File: src/verilog/front_params.svh
`ifndef FRONT_PARAMS_SVH
`define FRONT_PARAMS_SVH

// first address fetched once reset is released
`define FRONT_RESET_PC 32'h1c00_0000

`define FRONT_INST_W 32

// major opcode of the unconditional branch B
`define FRONT_OP_B 6'b010100

// icache_op encoding, zero means the bus is idle
`define FRONT_ICACHE_OP_FETCH 3'b001

`endif

File: src/verilog/front_pkg.sv
`default_nettype none
`include "front_params.svh"

package front_pkg;

    typedef logic [31:0] u32_t;

    //##################################################
    // stage pass registers
    //##################################################

    typedef struct packed {
        logic valid;
        u32_t pc;
    } fetch1_fetch2_pass_t;

    typedef struct packed {
        logic                     valid;
        u32_t                     pc;
        logic [`FRONT_INST_W-1:0] inst;
    } fetch2_decode_pass_t;

    // what leaves decode toward the issue stage
    typedef struct packed {
        logic                     valid;
        u32_t                     pc;
        logic [`FRONT_INST_W-1:0] inst;
    } issue_pass_t;

    //##################################################
    // redirect from decode back to fetch1
    //##################################################

    typedef struct packed {
        logic valid;
        u32_t target;
    } wr_pc_req_t;

endpackage

`default_nettype wire

File: src/verilog/fetch1.sv
`timescale 1ns/100ps
`default_nettype none
`include "front_params.svh"

module fetch1 import front_pkg::*; (
    input  logic                clk,
    input  logic                rst_n,
    input  logic                is_stall,
    input  logic                is_flush,
    input  wr_pc_req_t          wr_pc_req,
    output logic [2:0]          icache_op,
    output u32_t                icache_pa,
    output logic [11:0]         icache_idx,
    output fetch1_fetch2_pass_t pass_out
);

    u32_t pc;
    logic fetch_en;
    logic fire;

    // the cache takes the address only while the fetch code is on the bus
    assign fire = fetch_en && !is_stall;

    always_ff @(posedge clk or negedge rst_n) begin
        if (!rst_n) begin
            fetch_en <= 1'b0;
        end else begin
            fetch_en <= 1'b1;
        end
    end

    // a redirect wins over a stall, the younger fetches are flushed anyway
    always_ff @(posedge clk or negedge rst_n) begin
        if (!rst_n) begin
            pc <= `FRONT_RESET_PC;
        end else if (wr_pc_req.valid) begin
            pc <= wr_pc_req.target;
        end else if (fire) begin
            pc <= pc + 32'd4;
        end
    end

    always_ff @(posedge clk or negedge rst_n) begin
        if (!rst_n) begin
            pass_out <= '0;
        end else if (is_flush) begin
            pass_out.valid <= 1'b0;
        end else if (!is_stall) begin
            pass_out.valid <= fetch_en;
            pass_out.pc    <= pc;
        end
    end

    assign icache_op  = fetch_en ? `FRONT_ICACHE_OP_FETCH : 3'b000;
    assign icache_pa  = pc;
    assign icache_idx = pc[11:0];

endmodule

`default_nettype wire

File: src/verilog/fetch2.sv
`timescale 1ns/100ps
`default_nettype none
`include "front_params.svh"

module fetch2 import front_pkg::*; (
    input  logic                clk,
    input  logic                rst_n,
    input  logic                is_stall,
    input  logic                is_flush,
    input  fetch1_fetch2_pass_t pass_in,
    input  logic                icache_ready,
    input  u32_t                icache_data,
    output logic                icache_stall,
    output fetch2_decode_pass_t pass_out
);

    logic                     resp_held;
    logic [`FRONT_INST_W-1:0] resp_data;
    logic                     resp_ok;
    logic [`FRONT_INST_W-1:0] inst;
    fetch2_decode_pass_t      out_q;

    assign resp_ok      = resp_held || icache_ready;
    assign inst         = resp_held ? resp_data : icache_data;
    assign icache_stall = pass_in.valid && !resp_ok;

    //##################################################
    // response buffer
    //##################################################

    // ready may be a single pulse, so an answer that arrives while
    // decode holds the pipe is kept here until the entry moves on
    always_ff @(posedge clk or negedge rst_n) begin
        if (!rst_n) begin
            resp_held <= 1'b0;
        end else if (is_flush || !is_stall) begin
            resp_held <= 1'b0;
        end else if (pass_in.valid && icache_ready) begin
            resp_held <= 1'b1;
        end
    end

    always_ff @(posedge clk) begin
        if (pass_in.valid && icache_ready && !resp_held) begin
            resp_data <= icache_data;
        end
    end

    //##################################################
    // output register
    //##################################################

    always_ff @(posedge clk or negedge rst_n) begin
        if (!rst_n) begin
            out_q <= '0;
        end else if (is_flush) begin
            out_q.valid <= 1'b0;
        end else if (!is_stall) begin
            // not stalled means a valid entry already has its data
            out_q.valid <= pass_in.valid;
            out_q.pc    <= pass_in.pc;
            out_q.inst  <= inst;
        end
    end

    // decode keeps running while fetch2 waits on the cache, so the held
    // entry is shown only in cycles where it can move on
    always_comb begin
        pass_out       = out_q;
        pass_out.valid = out_q.valid && !icache_stall;
    end

endmodule

`default_nettype wire

File: src/verilog/decode.sv
`timescale 1ns/100ps
`default_nettype none
`include "front_params.svh"

module decode import front_pkg::*; (
    input  logic                clk,
    input  logic                rst_n,
    input  logic                is_stall,
    input  fetch2_decode_pass_t pass_in,
    input  logic                issue_ready,
    output wr_pc_req_t          wr_pc_req,
    output logic                issue_stall,
    output issue_pass_t         issue
);

    logic [5:0]  opcode;
    logic [25:0] offs;
    logic        is_b;
    u32_t        target;

    //##################################################
    // branch recognition
    //##################################################

    assign opcode = pass_in.inst[31:26];

    // offs[15:0] sits in bits 25:10 and offs[25:16] in bits 9:0
    assign offs = {pass_in.inst[9:0], pass_in.inst[25:10]};

    assign is_b   = pass_in.valid && (opcode == `FRONT_OP_B);
    assign target = pass_in.pc + {{4{offs[25]}}, offs, 2'b00};

    // the B is consumed by the fetch2 flush, so it fires only once
    // even while the issue port is held
    assign wr_pc_req.valid  = is_b;
    assign wr_pc_req.target = target;

    //##################################################
    // issue port
    //##################################################

    assign issue_stall = issue.valid && !issue_ready;

    always_ff @(posedge clk or negedge rst_n) begin
        if (!rst_n) begin
            issue <= '0;
        end else if (!is_stall) begin
            issue.valid <= pass_in.valid && !is_b;
            issue.pc    <= pass_in.pc;
            issue.inst  <= pass_in.inst;
        end
    end

endmodule

`default_nettype wire

File: src/verilog/front_end_top.sv
`timescale 1ns/100ps
`default_nettype none

module front_end_top import front_pkg::*; (
    input  logic        clk,
    input  logic        rst_n,
    output logic [2:0]  icache_op,
    output u32_t        icache_pa,
    output logic [11:0] icache_idx,
    output logic        is_icache_stall,
    input  logic        icache_ready,
    input  u32_t        icache_data,
    output issue_pass_t issue,
    input  logic        issue_ready
);

    fetch1_fetch2_pass_t pass_if1;
    fetch2_decode_pass_t pass_if2;
    wr_pc_req_t          id_wr_pc_req;

    logic icache_stall;
    logic issue_stall;

    logic stall_if1;
    logic stall_if2;
    logic stall_id;
    logic flush_if1;
    logic flush_if2;

    fetch1 fetch1_i (
        .clk,
        .rst_n,
        .is_stall   (stall_if1),
        .is_flush   (flush_if1),
        .wr_pc_req  (id_wr_pc_req),
        .icache_op,
        .icache_pa,
        .icache_idx,
        .pass_out   (pass_if1)
    );

    fetch2 fetch2_i (
        .clk,
        .rst_n,
        .is_stall     (stall_if2),
        .is_flush     (flush_if2),
        .pass_in      (pass_if1),
        .icache_ready,
        .icache_data,
        .icache_stall,
        .pass_out     (pass_if2)
    );

    decode decode_i (
        .clk,
        .rst_n,
        .is_stall    (stall_id),
        .pass_in     (pass_if2),
        .issue_ready,
        .wr_pc_req   (id_wr_pc_req),
        .issue_stall,
        .issue
    );

    //##################################################
    // per-stage stall and flush
    //##################################################

    // an older stage holding also holds every younger one
    assign stall_if1 = icache_stall | issue_stall;
    assign stall_if2 = icache_stall | issue_stall;
    assign stall_id  = issue_stall;

    assign flush_if1 = id_wr_pc_req.valid;
    assign flush_if2 = id_wr_pc_req.valid;

    assign is_icache_stall = stall_if1;

endmodule

`default_nettype wire

File: config.mk
export PLATFORM = sky130hd
export DESIGN_NAME = front_end_top
export DESIGN_NICKNAME = d
export VERILOG_FILES = /design/src/verilog/front_pkg.sv /design/src/verilog/fetch1.sv /design/src/verilog/fetch2.sv /design/src/verilog/decode.sv /design/src/verilog/front_end_top.sv
export VERILOG_INCLUDE_DIRS = /design/src /design/src/verilog
export SDC_FILE = /design/constraint.sdc
export NUM_CORES = 1
export LEC_CHECK = 0
export BUFFER_PORTS_ARGS = -buffer_cell sky130_fd_sc_hd__buf_2
export CORE_AREA = 2 2 141 143
export CTS_CLUSTER_DIAMETER = 60
export DETAILED_ROUTE_END_ITERATION = 16
export DIE_AREA = 0 0 143 145
export MAX_ROUTING_LAYER = met4
export PLACE_DENSITY = 0.77
export SYNTH_ARGS = -nofsm -noshare
export SYNTH_HDL_FRONTEND = slang
export SYNTH_SLANG_ARGS = --single-unit
File: constraint.sdc
create_clock -name clk -period 3.4 [get_ports clk]
set_input_delay 0.68 -clock clk [delete_from_list [all_inputs] [get_ports clk]]
set_output_delay 0.68 -clock clk [all_outputs]
set_load 0.05 [all_outputs]
# After elaboration in Yosys (flattened, before gate mapping)
# Cells that the tools add are included.
dict set report totals {
  ff_bits 229
  inputBits 36
  output_inout_bits 113
}
dict set report op_classes {
  n_addsub 2
  eq_ne 2
  n_mux 10
  bitwise_logic 3
  reduce_logical 19
}
# operator n
set op_table {}
lappend op_table {{$mux 32} 3}
lappend op_table {{$mux 65} 1}
lappend op_table {{$mux 33} 1}
lappend op_table {{$add 32x3->32 const B} 1}
lappend op_table {{$add 32x32->32} 1}
lappend op_table {{$logic_and 1x1->1} 8}
lappend op_table {{$eq 6x5->1 const B} 1}
lappend op_table {{$logic_not 1->1} 6}
lappend op_table {{$mux 1} 5}
lappend op_table {{$reduce_bool 2->1} 2}
lappend op_table {{$logic_or 1x1->1} 2}
lappend op_table {{$ne 2x1->1 const B} 1}
lappend op_table {{$not 1->1} 2}
lappend op_table {{$reduce_and 2->1} 1}
lappend op_table {{$or 1x1->1} 1}

# Logic depth before layout (Yosys ltp)
# Gate-level depths: netlist of run 1.
dict set report logic_depth {
  depth_word 8
  ltp_mapped 10
  mapped_depth_nobuf 9
}

# Modules after synthesis
# Synthesis of run 1 repeated with hierarchy kept, for this count alone.
dict set report hier_totals {
  cells_unflattened 975
  area_unflattened_um2 11498.5
}
# module n_inst cells_per_inst area_each_um2
set modules_own_cells {}
lappend modules_own_cells {fetch2 1 317 4317.9}
lappend modules_own_cells {decode 1 367 3996.3}
lappend modules_own_cells {fetch1 1 290 3178.0}
lappend modules_own_cells {front_end_top 1 1 6.3}

# Least setup slack after synthesis of run 1
# No wires, ideal clock.
dict set report synth_timing {
  path_type {reg2reg}
  start {register fetch2_i.resp_held}
  end {register fetch2_i.resp_data[0] (enable)}
  setup_time_ps 421
  arrival_ps 2195
  required_time_ps 2979
  path_slack_ps 784
  path_stages_with_launch 4
  path_buffers 2
  synth_period_minus_slack_ps 2616
  cell_sequence {dfrtp_1 > buf_4 > buf_1 > nor2_1}
}
dict set report synth_between {
  elab_chain_len 2
}
# item line_no
set synth_lines {}
lappend synth_lines {{from (decl)} fetch2.sv:17} ;# logic resp_held;
lappend synth_lines {{from (signal assigned)} fetch2.sv:35} ;# resp_held <= 1'b0;
lappend synth_lines {{from (signal assigned)} fetch2.sv:37} ;# resp_held <= 1'b0;
lappend synth_lines {{from (signal assigned)} fetch2.sv:39} ;# resp_held <= 1'b1;
lappend synth_lines {{$logic_not 1->1} fetch2.sv:44} ;# if (pass_in.valid && icache_ready && !resp_held) begin
lappend synth_lines {{$logic_and 1x1->1} fetch2.sv:44}
lappend synth_lines {{to (signal assigned)} fetch2.sv:45} ;# resp_data <= icache_data;
lappend synth_lines {{to (decl)} fetch2.sv:18} ;# logic [`FRONT_INST_W-1:0] resp_data;
# No other way between the ends.
# A chain may end at the register's enable or synchronous reset.

# Worst setup path in the final report of run 1
dict set report layout_timing {
  start {register fetch2_i.out_q, in the netlist fetch2_i.pass_out[10]}
  end {register fetch1_i.pc[28], in the netlist fetch1_i.icache_pa[28]}
}
dict set report layout_between {
  elab_chain_len 2
}
# item line_no
set layout_lines {}
lappend layout_lines {{from (decl)} fetch2.sv:21} ;# fetch2_decode_pass_t out_q;
lappend layout_lines {{$add 32x32->32} decode.sv:31} ;# assign target = pass_in.pc + {{4{offs[25]}}, offs, 2'b00};
lappend layout_lines {{$mux 32} fetch1.sv:36} ;# end else if (wr_pc_req.valid) begin
lappend layout_lines {{to (signal assigned)} fetch1.sv:35} ;# pc <= `FRONT_RESET_PC;
lappend layout_lines {{to (signal assigned)} fetch1.sv:37} ;# pc <= wr_pc_req.target;
lappend layout_lines {{to (signal assigned)} fetch1.sv:39} ;# pc <= pc + 32'd4;
lappend layout_lines {{to (decl)} fetch1.sv:17} ;# u32_t pc;
# No other way between the ends.

==> results of run 1 <==
-- power groups by stage --
stage | Combinational (W) | Sequential (W) | Clock (W)
3_3_place_gp | 0.00646 | 0.00477 | 0
5_1_grt | 0.00710 | 0.00489 | 0.00282
6_report | 0.00655 | 0.00477 | 0.00264
3_5_place_dp | 0.00653 | 0.00482 | 0
4_1_cts | 0.00656 | 0.00478 | 0.00268
2_1_floorplan | 0.00344 | 0.00617 | 0
-- per-layer routing --
metal	GRT usage	up-vias	part of all wire
met5	-	-	0
met2	0.446	264	0.50
met3	0.0304	54	0.050
met1	0.353	3991	0.42
met4	0.0851	0	0.027
li1	-	3866	-
-- worst max-delay path by stage --
stage / start / cells after the start / end
finish: fetch2_i.pass_out[10] / 9 / fetch1_i.icache_pa[28]
global placement: issue_ready / 8 / fetch1_i.icache_pa[28]
CTS: fetch2_i.pass_out[10] / 9 / fetch1_i.icache_pa[28]
floorplan: fetch2_i.resp_held / 3 / fetch2_i.resp_data[0]
global route: fetch2_i.pass_out[10] / 9 / fetch1_i.icache_pa[28]
detailed placement: fetch2_i.pass_out[10] / 9 / fetch1_i.icache_pa[28]
-- sequential cells by signal, indices dropped and copies added, names as in the netlist --
name                flops
decode_i.issue         65
fetch2_i.pass_out      64
fetch1_i.pass_out      33
fetch1_i.icache_pa     32
fetch2_i.resp_data     32
fetch1_i.fetch_en       1
fetch2_i.out_q          1
fetch2_i.resp_held      1
-- critical path: stages (launching register included) --
cell      delay [ps]
dfrtp_1          400
ha_1             240
fa_1             440
a211oi_1         270
o21ai_1          170
o21ai_0          270
nand2_1          150
o311ai_0         510
nand3_1          130
o22ai_1          140
-- stage by stage --
stage / power (W) / instance area, µm² / worst slack [ps] / std cells
2_1_floorplan: 0.00961 / 10900 / 784 / 1060
3_3_place_gp: 0.0112 / 11800 / 685 / 1416
3_5_place_dp: 0.0113 / 11800 / 679 / 1416
4_1_cts: 0.0140 / 12600 / 658 / 1459
5_1_grt: 0.0148 / 12600 / 441 / 1459
6_report: 0.0140 / 12600 / 604 / 1459
-- synth_stat cells (2+ instances only) --
cell type  instances
xnor2_1           23
buf_4             17
buf_2              8
nand4_1           12
dfstp_2            3
a21oi_1           40
edfxtp_1          32
nor3_1            14
nand3_2            2
conb_1             2
nand2_1          287
a21o_1             7
ha_1              30
o21ai_1            3
nor3_2             2
clkbuf_1          34
o22ai_1            2
or3_1              2
dfrtp_1          194
a31o_2             2
a311oi_1           2
inv_1              8
o211ai_1           3
nor4_1             2
a211oi_1           5
and3_2             2
o21a_1             3
and3_1             6
o31ai_1            2
nand3_1           17
mux2i_1           38
nand2b_1           4
and2_1             2
nor2b_1            3
nor2_1            35
xor2_1            30
mux2_2            62
a31oi_1            7
buf_1              5
o21ai_0           78
buf_6              2
a21boi_0           4
-- logic make-up (layout without fill, tap and decap cells) --
logic type	Yosys count	after routing	synth area share
xor gates and xnor gates	53	53	0.0424
DFF	229	229	0.539
and+or+nand+nor	403	403	0.162
other	2	3	0.000686
buffers and inverters	75	209	0.0348
AOI/OAI and AO/OA	166	166	0.0873
adders and majority gates	31	31	0.0361
muxes	100	100	0.0985
-- cells in the final DEF (no fill, tap or decap), types with 4 or more instances in the layout --
cell / instances
a21boi_0: 4
clkbuf_1: 4
clkbuf_8: 5
a21oi_1: 40
nor2_1: 34
nand3_1: 17
o21ai_0: 78
dfrtp_1: 193
xor2_1: 30
nand2_1: 287
edfxtp_1: 32
and3_1: 6
ha_1: 30
clkbuf_16: 24
buf_12: 4
clkinv_2: 5
nand4_1: 12
buf_2: 145
a21o_1: 7
xnor2_1: 23
mux2i_1: 38
a31oi_1: 7
a211oi_1: 5
buf_4: 8
mux2_2: 62
inv_1: 8
nor3_1: 14
-- cell type report --
cell class                      count  area [µm²]  area share
Clock buffer                       32         671      0.0531
Sequential cell                   229        5900       0.467
Multi-Input combinational cell    756        4690       0.372
Timing Repair Buffer              158         880      0.0696
Clock inverter                     11         129      0.0102
Tap cell                          265         332      0.0263
Inverter                            8        30.0     0.00238
==> reports/results.tsv, run 1 <==
metric	value	unit
number of global-route vias before repair	8189	
YS warnings	0	
post-CTS sizing	0	
DR vias	8175	
area delta synth->final	15.4	%
DIE AREA	20700	µm²
largest area contributor in the netlist	dfrtp_1	
first-pass GRT wire length	43.3	mm
final critical-path share of the clock period	0.822	
Final Routed Wirelength	26.7	mm
Top FF cell, synth	dfrtp_1	
part of the Yosys area used for sequential elements	0.539	
reg2reg end	fetch1_i.icache_pa[28]	
final core occ	0.658	
diode count	0	
post-CTS setup repair buffer count	0	
post-route ant nets	0	
logic gate share of total power	0.469	
FF-to-FF path depth	9	
drt pass-1 iters	5	
DRT iter0 DRCs	498	
Flop pwr share	0.342	
largest net degree at the start of global routing	86	
IO Count	149	
drt via density	5.60	
maximum vdd drop	0.814	mV
Mapped Cells	1059	
Peak Freq	358	MHz
WS Path Type	reg2reg	
Avg Cell Area, Syn	10.3	µm²
Worst setup SP type	flip-flop	
leading post-synthesis cells by cell area	dfrtp_1, nand2_1, edfxtp_1	
EDFF count, synth	32	
Sw Share	0.468	
Die Y	145	µm
cell area power density	1110	nW/µm²
outcome	finished clean	
Max Root-Sink Buffers	3	
final hold vios	0	
Setup Viol. Count Final	0	
Slew Limit Fails	0	
DRC viols	0	
Clk network pwr share	0.189	
Slew @ Worst Pin	867	ps
CTS H-tree depth	1	
Clock transition at path regs	60	ps
WL per Instance	18.3	µm
CP Data Arrival Time	3240	ps
final net count	1244	
post-synthesis register bit count	229	
Synth async-reset ratio	0.860	
P_sw	0.00653	W
CTS Sinks	229	
initial antenna violation count	0	
Clock Tree Root	clkbuf_16	
gpl congestion	0.890	
Port Buf Inserts	146	
GRT Overall Usage	0.271	
TNS Setup	0	ps
Die W	143	µm
Cell variety after synth	65	
Fillers	1543	
worst clock skew	11.0	ps
grt total ovfl	0	
Synth Cell Area	10900	µm²
Critical Path RT	3850	ps
worst hold margin	196	ps
Internal	0.00744	W
Initial Util	0.570	
Yosys top cell area share	0.444	
crit-path max FO	4	
share of cells above drive strength 1	0.237	
Post-DP HPWL	19.0	mm
worst min path class	in2async	
MaxCap Viol Count	0	
fin crit period	2800	ps
unrepaired setup endpoints after global routing	no	
RR Startpoint	fetch2_i.pass_out[10]	
core area	19200	µm²
R2R Setup Slk	600	ps
clock latency on the worst-skew pair	520	ps
CTS buffer count	24	
Critical Path End Type	flip-flop	
TritonCTS clock tree	yes	
P_leak	6.10	nW
max_slew headroom	0.422	
hold_buf cts	0	
FP Rows	51	
(Power assumes the default switching activity.)
==> run 2: changes to the inputs <==
Clock period 3.4 ns to 2.75 ns, I/O delays scaled along.
==> run 2 against run 1 <==
Compared with the run above:
- final cell count grew 1.2%
- flip-flop and latch count is the same
- non-clock buffer count grew 14
- highest routed layer unchanged
- final area grew 1.1%
- worst hold slack lost 160 ps
- power grew 25%
- worst setup slack lost 430 ps
- clock power grew 22%
- global-route usage grew 0.29 points
- critical path type unchanged
- register-to-register slack lost 430 ps
==> reports/results.tsv, run 2 (same netlist as run 1, synthesis figures left out) <==
metric	value	unit
RR Startpoint	fetch2_i.pass_out[10]	
R2R Setup Slk	180	ps
WS Path Type	reg2reg	
clock latency on the worst-skew pair	510	ps
initial antenna violation count	1	
DIE AREA	20700	µm²
most used cell, CP	o21ai_0	
worst hold margin	36.1	ps
grt total ovfl	0	
max_slew headroom	0.404	
GRT Overall Usage	0.274	
number of global-route vias before repair	7995	
drt via density	5.55	
critical path's slowest cell	fa_1	
Clk network pwr share	0.184	
number of flip-flops in the largest register	65	
commonest non-fill, non-tap cell in the layout	nand2_1	
maximum vdd drop	0.929	mV
Slew Limit Fails	0	
area delta synth->final	16.7	%
first-pass GRT wire length	43.7	mm
CTS H-tree depth	1	
Critical Path End Type	flip-flop	
final hold vios	0	
critical-path cell list	ha_1 -> fa_1 -> a211oi_1 -> o21ai_1 -> o21ai_0 -> nand2_1 -> buf_4 -> a31oi_1 -> xor2_1 -> o21ai_0	
post-CTS setup repair buffer count	0	
largest stage delay on the critical path	440	ps
delay-heaviest family, CP	compound AO/OA/AOI/OAI gates	
Internal	0.00928	W
worst path buffer plus inverter count	1	
FP Rows	51	
Final Routed Wirelength	27.2	mm
CTS buffer count	25	
Slew @ Worst Pin	894	ps
Die Y	145	µm
largest register by flop count	decode_i.issue	
DRC viols	0	
Levels on crit path	10	
IO Count	149	
CP Data Arrival Time	2950	ps
TritonCTS clock tree	yes	
final net count	1259	
share of cells above drive strength 1	0.245	
DR vias	8188	
Die W	143	µm
Initial Util	0.570	
Clock Tree Root	clkbuf_16	
cell area power density	1360	nW/µm²
dpl ws	182	ps
WL per Instance	18.4	µm
Critical Path RT	3130	ps
crit-path max FO	3	
unrepaired setup endpoints after global routing	yes	
drt pass-1 iters	4	
largest registers	decode_i.issue x65, fetch2_i.pass_out x64, fetch1_i.pass_out x33	
Port Buf Inserts	146	
post-route ant nets	0	
final critical-path share of the clock period	0.936	
fin crit period	2570	ps
capture point of the critical path	fetch1_i.icache_pa[14]	
FF-to-FF path depth	10	
Critical Path Source	fetch2_i.pass_out[10]	
worst clock skew	11.7	ps
Setup Viol. Count Final	0	
core area	19200	µm²
reg2reg end	fetch1_i.icache_pa[14]	
post-CTS sizing	0	
CTS Sinks	229	
Worst setup SP type	flip-flop	
largest net degree at the start of global routing	78	
most frequent cells in the layout	nand2_1, dfrtp_1, buf_2	
outcome	finished clean	
P_leak	6.18	nW
Sw Share	0.467	
final critical-path setup slack	177	ps
Max Root-Sink Buffers	3	
Flop pwr share	0.339	
logic gate share of total power	0.476	
Peak Freq	389	MHz
P_sw	0.00815	W
Post-DP HPWL	19.2	mm
Clock transition at path regs	60	ps
DRT iter0 DRCs	458	
worst min path class	in2async	
MaxCap Viol Count	0	
gpl congestion	0.905	
hold_buf cts	0	
run 2: how the worst min path moves through the flow:
| stage | start | to | slack (ps) | cells past startpoint |
|---|---|---|---|---|
| 2_1_floorplan | rst_n | decode_i.issue[0] | 250 | 0 |
| 3_3_place_gp | decode_i.issue[56] | decode_i.issue[56] | 440 | 2 |
| 3_5_place_dp | decode_i.issue[32] | decode_i.issue[32] | 450 | 2 |
| 4_1_cts | rst_n | decode_i.issue[5] | 40 | 1 |
| 5_1_grt | rst_n | fetch2_i.pass_out[8] | 60 | 1 |
| 6_report | rst_n | fetch2_i.pass_out[8] | 40 | 1 |
run 2: routing by layer:
layer | share of wire | track usage | up-vias
met4 | 0.025 | 0.0738 | 0
met5 | 0 | - | -
met1 | 0.42 | 0.357 | 4007
li1 | - | - | 3909
met2 | 0.51 | 0.456 | 228
met3 | 0.042 | 0.0323 | 44
run 2: final cells by class:
cell class,count,area (µm²)
repair buffers,172,1030
inverters,8,30.0
fillers,1493,6430
diodes,1,2.50
well taps,265,332
multi-input cells,756,4690
flip-flops and latches,229,5900
clock inverters,16,144
clock buffers,29,641
run 2: per-stage QoR:
| stage | instances | power, W | utilization | TNS [ps] | instance area, µm² |
|---|---|---|---|---|---|
| 5_1_grt | 1476 | 0.0184 | 0.665 | -9.37 | 12800 |
| 4_1_cts | 1475 | 0.0175 | 0.665 | 0 | 12800 |
| 3_3_place_gp | 1430 | 0.0140 | 0.624 | 0 | 12000 |
| 6_report | 1476 | 0.0174 | 0.665 | 0 | 12800 |
| 2_1_floorplan | 1060 | 0.0119 | - | 0 | 10900 |
| 3_5_place_dp | 1430 | 0.0142 | 0.624 | 0 | 12000 |
run 2: power by group through the flow:
stage               clock [W]  combinational (W)  sequential, W
finish                0.00322            0.00830        0.00591
CTS                   0.00327            0.00832        0.00591
global route          0.00341            0.00896        0.00607
floorplan                   0            0.00426        0.00763
detailed placement          0            0.00826        0.00596
global placement            0            0.00815        0.00590
==> run 3: changes to the inputs <==
Settings changed: ABC_AREA set to 1, CORE_AREA 2 2 141 143 to 2 2 152 154, DIE_AREA 0 0 143 145 to 0 0 154 156, SYNTH_HIERARCHICAL set to 1.
==> run 3 against run 2 <==
Compared with the run above:
- count of clock-buffer cells in the layout rose by 7
- sequential power rose by 3%
- clock power rose by 10%
- largest power group unchanged
==> reports/results.tsv, run 3 <==
metric	value	unit
EDFF count, synth	32	
Max Root-Sink Buffers	3	
Critical Path RT	3160	ps
Synth async-reset ratio	0.860	
commonest non-fill, non-tap cell in the layout	nand2_1	
Worst setup SP type	flip-flop	
post-CTS setup repair buffer count	0	
outcome	finished clean	
largest area contributor in the netlist	dfrtp_1	
Fillers	1951	
metal3 WL	1.67	mm
largest stage delay on the critical path	440	ps
crit-path max FO	18	
area delta synth->final	10.3	%
CTS H-tree depth	1	
cell area power density	1390	nW/µm²
final core occ	0.639	
critical-path cell list	nor4_1 -> nand3_1 -> nor2_2 -> inv_6 -> nand2_2 -> inv_2 -> nand2_1 -> nand2_1 -> o21bai_1	
number of global-route vias before repair	10400	
Die Y	156	µm
Slew @ Worst Pin	716	ps
diode count	0	
Final Routed Wirelength	32.9	mm
part of the Yosys area used for sequential elements	0.455	
post-route ant nets	0	
clock latency on the worst-skew pair	530	ps
IO Count	149	
DRT iter0 DRCs	834	
max_slew headroom	0.523	
fin crit period	2480	ps
largest net degree at the start of global routing	71	
drt pass-1 iters	5	
Port Buf Inserts	146	
Synth Cell Area	13000	µm²
post-CTS sizing	0	
Critical Path Source	fetch2_i/pass_out[29]	
worst min path class	in2async	
DIE AREA	24000	µm²
initial antenna violation count	0	
worst clock skew	12.4	ps
dpl ws	312	ps
logic gate share of total power	0.514	
DRC viols	0	
WS Path Type	reg2reg	
FP Rows	55	
Setup Viol. Count Final	0	
hold_buf cts	0	
number of flip-flops in the largest register	65	
Die W	154	µm
Top FF cell, synth	dfrtp_1	
share of cells above drive strength 1	0.165	
first-pass GRT wire length	53.5	mm
drt via density	5.18	
Post-DP HPWL	23.9	mm
gpl congestion	0.952	
critical path's slowest cell	nor2_2	
Top Layer Used	met4	
Mapped Cells	1726	
leading post-synthesis cells by cell area	dfrtp_1, nand2_1, edfxtp_1	
worst path buffer plus inverter count	2	
maximum vdd drop	1.11	mV
unrepaired setup endpoints after global routing	no	
core area	22400	µm²
final hold vios	0	
worst hold margin	1.34	ps
final net count	1857	
final critical-path setup slack	271	ps
Sw Share	0.505	
CTS Sinks	229	
RR Startpoint	fetch2_i/pass_out[29]	
Clk network pwr share	0.179	
DR vias	10900	
CP Data Arrival Time	2880	ps
Clock transition at path regs	60	ps
WL per Instance	15.7	µm
FF-to-FF path depth	9	
Critical Path End Type	flip-flop	
MaxCap Viol Count	0	
most frequent cells in the layout	nand2_1, inv_1, dfrtp_1	
Clock Tree Root	clkbuf_16	
Levels on crit path	9	
Internal	0.00983	W
P_leak	7.92	nW
Flop pwr share	0.307	
GRT Overall Usage	0.286	
Initial Util	0.579	
largest register by flop count	decode_i/issue	
TritonCTS clock tree	yes	
YS warnings	6	
Yosys top cell area share	0.375	
delay-heaviest family, CP	simple AND/OR/NAND/NOR gates	
grt total ovfl	0	
P_sw	0.0100	W
final critical-path share of the clock period	0.902	
top-count cell post-synth	nand2_1	
list of most frequent post-synthesis cells	nand2_1, inv_1, dfrtp_1	
Avg Cell Area, Syn	7.51	µm²
most used cell, CP	nand2_1	
Cell variety after synth	42	
CTS buffer count	25	
largest registers	decode_i/issue x65, fetch2_i/pass_out x64, fetch1_i/pass_out x33	
Peak Freq	403	MHz
post-synthesis register bit count	229	
TNS Setup	0	ps
met2 wire length	16.1	mm
M1 WL	14.0	mm
Slew Limit Fails	0	
-- run 3: cell types whose count changed after synthesis, sizes merged, moves of 10 or more --
cell / previous run / this run
mux2i: 38 / 0
nand2: 287 / 743
nor3: 17 / 3
o21ai: 81 / 24
o21bai: 1 / 11
buf: 32 / 110
clkbuf: 35 / 19
mux2: 62 / 6
xnor2: 23 / 4
inv: 8 / 219
nor2: 36 / 134
xor2: 30 / 19
a21oi: 40 / 53
nand3: 20 / 100
-- run 3: metal layers --
metal | up-vias | global-route usage
met5 | - | -
met1 | 5101 | 0.363
li1 | 5322 | -
met2 | 347 | 0.481
met4 | 0 | 0.0912
met3 | 80 | 0.0350
-- run 3: through the flow --
stage               power [W]  cell area, µm²  std cells
floorplan              0.0142           13000       1727
global placement       0.0161           13400       2048
detailed placement     0.0163           13400       2048
CTS                    0.0199           14300       2094
global route           0.0212           14300       2094
finish                 0.0199           14300       2094
-- run 3: kinds of logic after synthesis --
kind of cell,count (synthesis),synth area share
buf+inv,349,0.131
compound gates,97,0.0438
mux,6,0.00522
fa+ha+maj,31,0.0305
simple gates,989,0.318
xor+xnor,23,0.0155
other cells,2,0.000580
flops,229,0.455
-- run 3: area by class of cell --
type                            instances  area (µm²)  share of cell area
Tap cell                              285         357              0.0250
Multi-Input combinational cell       1149        5390               0.378
Sequential cell                       229        5890               0.413
Timing Repair Buffer                  165         932              0.0653
Clock inverter                         10         139             0.00972
Clock buffer                           36         738              0.0517
Inverter                              220         831              0.0582
-- run 3: path summary, 6_finish.rpt --
check / endpoint / slack [ps]
setup / recovery: fetch1_i/icache_pa[21] / 270
setup reg to reg: fetch1_i/icache_pa[21] / 270
hold reg to reg: fetch2_i/pass_out[39] / 470
hold / removal: decode_i/issue[8] / 1
min in group clk: fetch2_i/resp_data[16] / 210
max in group asynchronous: fetch1_i/pass_out[4] / 1990
-- run 3: power groups by stage --
stage | Sequential [W] | Combinational [W] | Clock (W)
2_1_floorplan | 0.00778 | 0.00639 | 0
3_3_place_gp | 0.00608 | 0.0100 | 0
3_5_place_dp | 0.00612 | 0.0102 | 0
4_1_cts | 0.00609 | 0.0102 | 0.00361
5_1_grt | 0.00625 | 0.0112 | 0.00372
6_report | 0.00610 | 0.0102 | 0.00355
